<file path="src/common/sddac_pkg.sv">
/* Shared definitions of the sigma-delta DAC front end
   Sample widths, halfband coefficients, MAC opcodes and sequencer steps */
package sddac_pkg;

    localparam int SAMPLE_W = 18;
    localparam int NUM_TAPS = 34;
    localparam int TAP_W    = 6;
    localparam int XMID_OFS = 17;
    localparam int ACC_W    = 48;
    localparam int RES_LSB  = 16;

    // --------------------
    // Halfband coefficients symmetric around taps 16 and 17
    localparam logic signed [SAMPLE_W-1:0] HB_COEFS [NUM_TAPS] = '{
        18'sh00002, 18'sh3FFF6, 18'sh0001A, 18'sh3FFC5, 18'sh00071, 18'sh3FF36,
        18'sh0014E, 18'sh3FDEF, 18'sh00322, 18'sh3FB62, 18'sh006A5, 18'sh3F68B,
        18'sh00D71, 18'sh3EC88, 18'sh01DC3, 18'sh3CB6A, 18'sh0A263, 18'sh0A263,
        18'sh3CB6A, 18'sh01DC3, 18'sh3EC88, 18'sh00D71, 18'sh3F68B, 18'sh006A5,
        18'sh3FB62, 18'sh00322, 18'sh3FDEF, 18'sh0014E, 18'sh3FF36, 18'sh00071,
        18'sh3FFC5, 18'sh0001A, 18'sh3FFF6, 18'sh00002
    };

    // --------------------
    // Data types
    typedef struct packed {
        logic signed [SAMPLE_W-1:0] l;
        logic signed [SAMPLE_W-1:0] r;
    } stereo_t;

    typedef enum logic [1:0] {
        ALU_NOP = 2'd0,
        ALU_MUL = 2'd1,
        ALU_MAC = 2'd2
    } alu_op_t;

    typedef struct packed {
        alu_op_t                    op;
        logic signed [SAMPLE_W-1:0] a;
        logic signed [SAMPLE_W-1:0] b;
    } dsp_req_t;

    typedef enum logic [3:0] {
        HB_INIT,
        HB_WAIT,
        HB_PUSH,
        HB_MAC,
        HB_DRAIN0,
        HB_DRAIN1,
        HB_RES_AC,
        HB_RES_MID,
        HB_JUMP
    } hb_state_t;

endpackage

</file>
<file path="src/verilog/dp_ram.sv">
/* Generic dual-port RAM
   One synchronous write port and one registered read port */
`timescale 1ns/100ps

module dp_ram #(
    parameter int DATA_W = 36,
    parameter int DEPTH  = 34,
    parameter int ADDR_W = 6
) (
    input  logic              clk,
    input  logic              wr,
    input  logic [ADDR_W-1:0] wr_addr,
    input  logic [DATA_W-1:0] wr_data,
    input  logic              rd,
    input  logic [ADDR_W-1:0] rd_addr,
    output logic [DATA_W-1:0] rd_data
);

    logic [DATA_W-1:0] mem [DEPTH];

    always_ff @(posedge clk) begin
        if (wr) begin
            mem[wr_addr] <= wr_data;
        end
    end

    // Read data holds between reads
    always_ff @(posedge clk) begin
        if (rd) begin
            rd_data <= mem[rd_addr];
        end
    end

endmodule

</file>
<file path="src/verilog/alu_dsp.sv">
/* Multiply-accumulate unit
   Registers the request, then loads or accumulates the product */
`timescale 1ns/100ps

module alu_dsp
    import sddac_pkg::*;
(
    input  logic                    clk,
    input  logic                    reset,
    input  dsp_req_t                req,
    output logic signed [ACC_W-1:0] acc
);

    alu_op_t                      op_q;
    logic signed [SAMPLE_W-1:0]   a_q;
    logic signed [SAMPLE_W-1:0]   b_q;
    logic signed [2*SAMPLE_W-1:0] prod;

    // --------------------
    // Input stage
    always_ff @(posedge clk or posedge reset) begin
        if (reset) begin
            op_q <= ALU_NOP;
        end else begin
            op_q <= req.op;
        end
    end

    always_ff @(posedge clk) begin
        a_q <= req.a;
        b_q <= req.b;
    end

    assign prod = a_q * b_q;

    // --------------------
    // Accumulator
    always_ff @(posedge clk or posedge reset) begin
        if (reset) begin
            acc <= '0;
        end else begin
            case (op_q)
                ALU_MUL: acc <= prod;
                ALU_MAC: acc <= acc + prod;
                default: acc <= acc;
            endcase
        end
    end

    a_op_legal: assert property (
        @(posedge clk) disable iff (reset)
        op_q inside {ALU_NOP, ALU_MUL, ALU_MAC}
    );

endmodule

</file>
<file path="src/halfband/hb_coef_rom.sv">
/* Halfband coefficient ROM
   Registered lookup by tap index with zero past the last tap */
`timescale 1ns/100ps

module hb_coef_rom
    import sddac_pkg::*;
(
    input  logic                       clk,
    input  logic [TAP_W-1:0]           tap,
    output logic signed [SAMPLE_W-1:0] coef
);

    logic tap_ok;

    assign tap_ok = (tap < TAP_W'(NUM_TAPS));

    // Same latency as the delay-line read
    always_ff @(posedge clk) begin
        if (tap_ok) begin
            coef <= HB_COEFS[tap];
        end else begin
            coef <= '0;
        end
    end

endmodule

</file>
<file path="src/halfband/hb_interp_2x.sv">
/* Microcoded halfband 2x interpolator
   Runs the 34-tap FIR on two MACs, then emits the center sample */
`timescale 1ns/100ps

module hb_interp_2x
    import sddac_pkg::*;
(
    input  logic                    clk,
    input  logic                    reset,
    input  logic                    sample_in_rdy,
    input  stereo_t                 sample_in,
    input  logic signed [ACC_W-1:0] acc_l,
    input  logic signed [ACC_W-1:0] acc_r,
    output logic                    sample_out_rdy,
    output stereo_t                 sample_out,
    output logic                    done,
    output dsp_req_t                dsp_req_l,
    output dsp_req_t                dsp_req_r
);

    hb_state_t                  state;
    logic [TAP_W-1:0]           rpt_cnt;
    logic                       rpt_last;
    stereo_t                    sample_reg;
    logic [TAP_W-1:0]           i_idx;
    logic [TAP_W-1:0]           j_idx;
    logic [TAP_W-1:0]           head;
    logic [TAP_W-1:0]           mid;
    logic [TAP_W-1:0]           head_nxt;
    logic [TAP_W-1:0]           mid_nxt;
    alu_op_t                    op_d;
    logic                       x_wr;
    logic                       x_rd;
    logic [TAP_W-1:0]           x_wr_addr;
    logic [TAP_W-1:0]           x_rd_addr;
    stereo_t                    x_wr_data;
    stereo_t                    x_rd_data;
    logic signed [SAMPLE_W-1:0] coef;

    always_ff @(posedge clk) begin
        if (sample_in_rdy) begin
            sample_reg <= sample_in;
        end
    end

    // --------------------
    // Sequencer
    assign rpt_last = (rpt_cnt == TAP_W'(NUM_TAPS - 1));

    always_ff @(posedge clk or posedge reset) begin
        if (reset) begin
            rpt_cnt <= '0;
        end else if ((state == HB_INIT || state == HB_MAC) && !rpt_last) begin
            rpt_cnt <= rpt_cnt + 1'b1;
        end else begin
            rpt_cnt <= '0;
        end
    end

    always_ff @(posedge clk or posedge reset) begin
        if (reset) begin
            state <= HB_INIT;
        end else begin
            case (state)
                HB_INIT:    state <= rpt_last ? HB_WAIT : HB_INIT;
                HB_WAIT:    state <= sample_in_rdy ? HB_PUSH : HB_WAIT;
                HB_PUSH:    state <= HB_MAC;
                HB_MAC:     state <= rpt_last ? HB_DRAIN0 : HB_MAC;
                HB_DRAIN0:  state <= HB_DRAIN1;
                HB_DRAIN1:  state <= HB_RES_AC;
                HB_RES_AC:  state <= HB_RES_MID;
                HB_RES_MID: state <= HB_JUMP;
                default:    state <= HB_WAIT;
            endcase
        end
    end

    // --------------------
    // Delay-line pointers
    // Tap k sits at head+k since each new sample goes one slot lower
    assign head_nxt = (head == '0) ? TAP_W'(NUM_TAPS - 1) : head - 1'b1;
    assign mid_nxt  = (mid == '0) ? TAP_W'(NUM_TAPS - 1) : mid - 1'b1;

    always_ff @(posedge clk or posedge reset) begin
        if (reset) begin
            head <= '0;
            mid  <= TAP_W'(XMID_OFS);
        end else if (state == HB_PUSH) begin
            head <= head_nxt;
            mid  <= mid_nxt;
        end
    end

    always_ff @(posedge clk or posedge reset) begin
        if (reset) begin
            i_idx <= '0;
            j_idx <= '0;
        end else if (state == HB_PUSH) begin
            i_idx <= '0;
            j_idx <= head_nxt;
        end else if (state == HB_MAC) begin
            i_idx <= i_idx + 1'b1;
            j_idx <= (j_idx == TAP_W'(NUM_TAPS - 1)) ? '0 : j_idx + 1'b1;
        end
    end

    // Init writes zeros over the whole line
    assign x_wr      = (state == HB_INIT) || (state == HB_PUSH);
    assign x_wr_addr = (state == HB_INIT) ? rpt_cnt : head_nxt;
    assign x_wr_data = (state == HB_INIT) ? '0 : sample_reg;
    assign x_rd      = (state == HB_MAC) || (state == HB_RES_AC);
    assign x_rd_addr = (state == HB_RES_AC) ? mid : j_idx;

    dp_ram #(
        .DATA_W ($bits(stereo_t)),
        .DEPTH  (NUM_TAPS),
        .ADDR_W (TAP_W)
    ) x_buf_ram (
        .clk     (clk),
        .wr      (x_wr),
        .wr_addr (x_wr_addr),
        .wr_data (x_wr_data),
        .rd      (x_rd),
        .rd_addr (x_rd_addr),
        .rd_data (x_rd_data)
    );

    hb_coef_rom u_coef_rom (
        .clk  (clk),
        .tap  (i_idx),
        .coef (coef)
    );

    // --------------------
    // MAC requests with the opcode lined up to the registered reads
    always_ff @(posedge clk or posedge reset) begin
        if (reset) begin
            op_d <= ALU_NOP;
        end else if (state == HB_MAC) begin
            op_d <= (i_idx == '0) ? ALU_MUL : ALU_MAC;
        end else begin
            op_d <= ALU_NOP;
        end
    end

    always_comb begin
        dsp_req_l.op = op_d;
        dsp_req_l.a  = coef;
        dsp_req_l.b  = x_rd_data.l;
        dsp_req_r.op = op_d;
        dsp_req_r.a  = coef;
        dsp_req_r.b  = x_rd_data.r;
    end

    // --------------------
    // Output pair
    always_ff @(posedge clk or posedge reset) begin
        if (reset) begin
            sample_out_rdy <= 1'b0;
            sample_out     <= '0;
            done           <= 1'b0;
        end else begin
            sample_out_rdy <= 1'b0;
            sample_out     <= '0;
            done           <= 1'b0;
            if (state == HB_RES_AC) begin
                sample_out_rdy <= 1'b1;
                sample_out.l   <= acc_l[RES_LSB +: SAMPLE_W];
                sample_out.r   <= acc_r[RES_LSB +: SAMPLE_W];
            end else if (state == HB_RES_MID) begin
                // Halfband shortcut
                sample_out_rdy <= 1'b1;
                sample_out     <= x_rd_data;
                done           <= 1'b1;
            end
        end
    end

    a_strobe_in_wait: assert property (
        @(posedge clk) disable iff (reset)
        sample_in_rdy |-> state == HB_WAIT
    );

    a_done_second: assert property (
        @(posedge clk) disable iff (reset)
        done |-> sample_out_rdy && $past(sample_out_rdy)
    );

endmodule

</file>
<file path="src/sdm/sdm_first_order.sv">
/* First-order sigma-delta modulator, two channels
   One output bit per clock from the carry of an error accumulator */
`timescale 1ns/100ps

module sdm_first_order
    import sddac_pkg::*;
(
    input  logic       clk,
    input  logic       reset,
    input  logic       sample_rdy,
    input  stereo_t    sample,
    output logic [1:0] dac_bits
);

    // Index 1 is left, 0 is right
    logic [1:0][SAMPLE_W-1:0] smp;
    logic [1:0][SAMPLE_W-1:0] held;
    logic [1:0][SAMPLE_W-1:0] acc;
    logic [1:0][SAMPLE_W:0]   sum;

    assign smp = sample;

    always_comb begin
        for (int ch = 0; ch < 2; ch++) begin
            sum[ch] = {1'b0, acc[ch]} + {1'b0, held[ch]};
        end
    end

    // Held value is offset binary with zero at full negative scale
    always_ff @(posedge clk or posedge reset) begin
        if (reset) begin
            held <= '0;
        end else if (sample_rdy) begin
            for (int ch = 0; ch < 2; ch++) begin
                held[ch] <= {~smp[ch][SAMPLE_W-1], smp[ch][SAMPLE_W-2:0]};
            end
        end
    end

    always_ff @(posedge clk or posedge reset) begin
        if (reset) begin
            acc      <= '0;
            dac_bits <= '0;
        end else begin
            for (int ch = 0; ch < 2; ch++) begin
                acc[ch]      <= sum[ch][SAMPLE_W-1:0];
                dac_bits[ch] <= sum[ch][SAMPLE_W];
            end
        end
    end

endmodule

</file>
<file path="src/verilog/sddac_top.sv">
/* Sigma-delta DAC front end
   Halfband interpolator, two MAC units and the bitstream modulator */
`timescale 1ns/100ps

module sddac_top
    import sddac_pkg::*;
(
    input  logic       clk,
    input  logic       reset,
    input  logic       sample_in_rdy,
    input  stereo_t    sample_in,
    output logic       sample_out_rdy,
    output stereo_t    sample_out,
    output logic       done,
    output logic [1:0] dac_bits
);

    dsp_req_t                dsp_req_l;
    dsp_req_t                dsp_req_r;
    logic signed [ACC_W-1:0] acc_l;
    logic signed [ACC_W-1:0] acc_r;

    hb_interp_2x u_interp (
        .clk            (clk),
        .reset          (reset),
        .sample_in_rdy  (sample_in_rdy),
        .sample_in      (sample_in),
        .acc_l          (acc_l),
        .acc_r          (acc_r),
        .sample_out_rdy (sample_out_rdy),
        .sample_out     (sample_out),
        .done           (done),
        .dsp_req_l      (dsp_req_l),
        .dsp_req_r      (dsp_req_r)
    );

    alu_dsp mac_l (
        .clk   (clk),
        .reset (reset),
        .req   (dsp_req_l),
        .acc   (acc_l)
    );

    alu_dsp mac_r (
        .clk   (clk),
        .reset (reset),
        .req   (dsp_req_r),
        .acc   (acc_r)
    );

    sdm_first_order u_sdm (
        .clk        (clk),
        .reset      (reset),
        .sample_rdy (sample_out_rdy),
        .sample     (sample_out),
        .dac_bits   (dac_bits)
    );

endmodule

</file>
<file path="config.mk">
export PLATFORM = sky130hd
export DESIGN_NAME = sddac_top
export DESIGN_NICKNAME = d
export VERILOG_FILES = /design/src/common/sddac_pkg.sv /design/src/verilog/dp_ram.sv /design/src/verilog/alu_dsp.sv /design/src/halfband/hb_coef_rom.sv /design/src/halfband/hb_interp_2x.sv /design/src/sdm/sdm_first_order.sv /design/src/verilog/sddac_top.sv
export SDC_FILE = /design/constraint.sdc
export NUM_CORES = 2
export LEC_CHECK = 0
export ABC_AREA = 0
export BUFFER_PORTS_ARGS = -buffer_cell sky130_fd_sc_hd__buf_2
export CORE_ASPECT_RATIO = 0.5
export CORE_MARGIN = 8
export CORE_UTILIZATION = 39
export CTS_CLUSTER_DIAMETER = 120
export DETAILED_ROUTE_END_ITERATION = 8
export GPL_ROUTABILITY_DRIVEN = 0
export PLACE_DENSITY = 0.58
export SYNTH_ARGS = -nofsm -noshare
export SYNTH_HDL_FRONTEND = slang
export SYNTH_SLANG_ARGS = --single-unit
export TNS_END_PERCENT = 20
</file>
<file path="constraint.sdc">
create_clock -name clk -period 11.45 [get_ports clk]
set_clock_uncertainty 0.2 [all_clocks]
set_input_delay 1.145 -clock clk [delete_from_list [all_inputs] [get_ports clk]]
set_output_delay 1.145 -clock clk [all_outputs]
set_load 0.02 [all_outputs]
</file>
==> results.txt <==
Area post-placement - 91820 um2
CTS resizes - 0
I/O pins - 79
Max Root-Sink Buffers - 4
Seq/Total Area, Yosys - 52.20%
NumNets Final - 7496
Syn Area/Cell - 13.47 um2
Final TNS setup - 0 ns
Total grt overflow - 0
Synth unique cells - 91
Finished Cell Area - 96540 um2
CTS tree - yes
Initial core utilization - 39.10%
CP arrival - 9.64 ns
Worst skew pair latency - 0.81 ns
Vias per inst - 5.292
Ys Warns - 0
DRT Pass-1 Iters - 5
DP Cell Count - 9379
F_max - 108.6 MHz
Top Layer Used - met5
Async S/R FF share, synth - 13.78%
HP Class - reg -> reg
Worst path slowest cell - dfxtp_1
Tmin final - 9.209 ns
Largest register FFs - 1224
Die footprint - 241000 um2
H-tree depth - 4
Residual DRC - 0
Synth Cell Area - 87620 um2
Most used DFF post-synth - edfxtp_1
Routed wl met3 - 11.09 mm
Max-slew violation count - 0
Worst Tran Pin Value - 1.327 ns
Post-CTS Setup Bufs - 0
Most used cell, CP - fa_1
RSZ-0062 raised after global routing - false
Synthesized instance count - 6503
Yosys reg bits - 1582
Critical path peak fanout - 19
Critical Path Max Stage Delay - 0.93 ns
Most frequent cells in the layout - edfxtp_1, inv_1, nand2_1, fa_1, and2_1
# rows - 123
Clk slew on worst S/H paths - 0.06 ns
Clock sink count - 1582
Met2 Wirelength - 107.9 mm
Met1 WL - 98.27 mm
Crit end category - flip-flop
Commonest non-fill, non-tap cell in the layout - edfxtp_1
Vias - 51110
Fin cells - 9659
Pin count of the biggest net entering global routing - 107
CP required - 11.88 ns
Root Driver - clkbuf_16
Core region area - 224100 um2
Initial antenna violation count - 17
CTS Buf Count - 157
Final period util - 80.43%
Global-route wire length before repair - 337.8 mm
DR WL/cell - 22.98 um
Status - finished clean
Antenna viol nets, final - 0
GRT Total Usage - 18.36%
Cts-stage hold buffer count - 0
Crit path buf inv count - 4
Share of layout cells above drive strength 1 - 12.46%
Die X-Extent - 686.3 um
CP delay by family, top - adder cells
CP Launch Type - flip-flop
Hold Vio Cnt, Final - 0
Top reg by flops - u_interp.x_buf_ram.mem
Max cap viols - 0
Slew HR - 11.10%
Hold slack - 0.1268 ns
Final wirelength - 221.9 mm
Mapped Nets - 7461
Die span in y - 351.2 um
I/O Buffers - 78
DRT iter0 DRCs - 4198
Area growth, synth to finish - 10.17%
Final HPWL from detailed placement - 135.5 mm
Number of synthesized flops with an enable pin - 1296
Crit path kind - reg -> reg
Vias in the first global route - 52520
Endpoints failing setup - 0
-- final cells by class --
type	count	area (um2)
fill	20490	127500
sequential	1582	45740
multi-input combinational	3866	38300
clock buffer	202	4182
tap	3000	3754
inverter	759	2856
timing repair buffer	172	1171
clock inverter	73	525.5
antenna	5	12.51
-- worst paths after layout --
kind                                             start                      end  slack, ns  cells past startpoint
min in group asynchronous                        reset           u_sdm.held[33]       0.28                      2
max reg2reg                              mac_r.a_q[10]            mac_l.acc[30]       2.24                     30
max in group asynchronous                        reset  u_interp.sample_out_rdy       9.34                      3
min reg2reg                u_interp.u_coef_rom.coef[5]             mac_r.a_q[5]       0.13                      0
min                        u_interp.u_coef_rom.coef[5]             mac_r.a_q[5]       0.13                      0
max                                      mac_r.a_q[10]            mac_l.acc[30]       2.24                     30
-- kinds of logic after synthesis --
| logic type | Yosys count | share of synthesized area, % |
|---|---|---|
| AO/OA/AOI/OAI | 796 | 5.977 |
| buffers and inverters | 1055 | 4.645 |
| XOR/XNOR | 153 | 1.529 |
| multiplexers | 361 | 8.302 |
| flip-flops | 1582 | 52.20 |
| AND/OR/NAND/NOR | 1637 | 8.932 |
| adder cells (fa/ha/maj) | 919 | 18.42 |
-- stage by stage --
step | worst slack (ns) | utilization [%]
after floorplan | 3.449 | -
after global placement | 2.442 | 40.98
after detailed placement | 2.362 | 40.98
after CTS | 2.304 | 43.08
after global routing | 1.734 | 43.08
final | 2.241 | 43.08
-- cell usage after synthesis (47+ instances only) --
library cell / number / area, um2
nor3_1: 47 / 235.2
a31oi_1: 61 / 381.6
and3_1: 57 / 356.6
a211oi_1: 64 / 480.5
nor2_1: 220 / 825.8
mux4_2: 289 / 6509
a21oi_1: 213 / 1066
clkbuf_1: 227 / 852.1
xnor2_1: 111 / 972.2
ha_1: 301 / 3766
inv_1: 756 / 2838
and2_1: 317 / 1983
fa_1: 618 / 12370
buf_2: 52 / 260.3
dfxtp_1: 68 / 1361
nand3_1: 112 / 560.5
nand2_1: 691 / 2594
o21ai_0: 158 / 790.8
nor2b_1: 96 / 600.6
a21o_1: 54 / 405.4
dfrtp_1: 216 / 5405
edfxtp_1: 1296 / 38920
-- metal layers --
metal  global-route usage, %  up-vias
li1                        -    22820
met1                   25.38    26700
met2                   31.23     1317
met3                   2.332      266
met4                   3.941        8
met5                       0        -
Power is not shown: default switching activity piles up to over one toggle a cycle in this logic, so the estimate is an artifact.
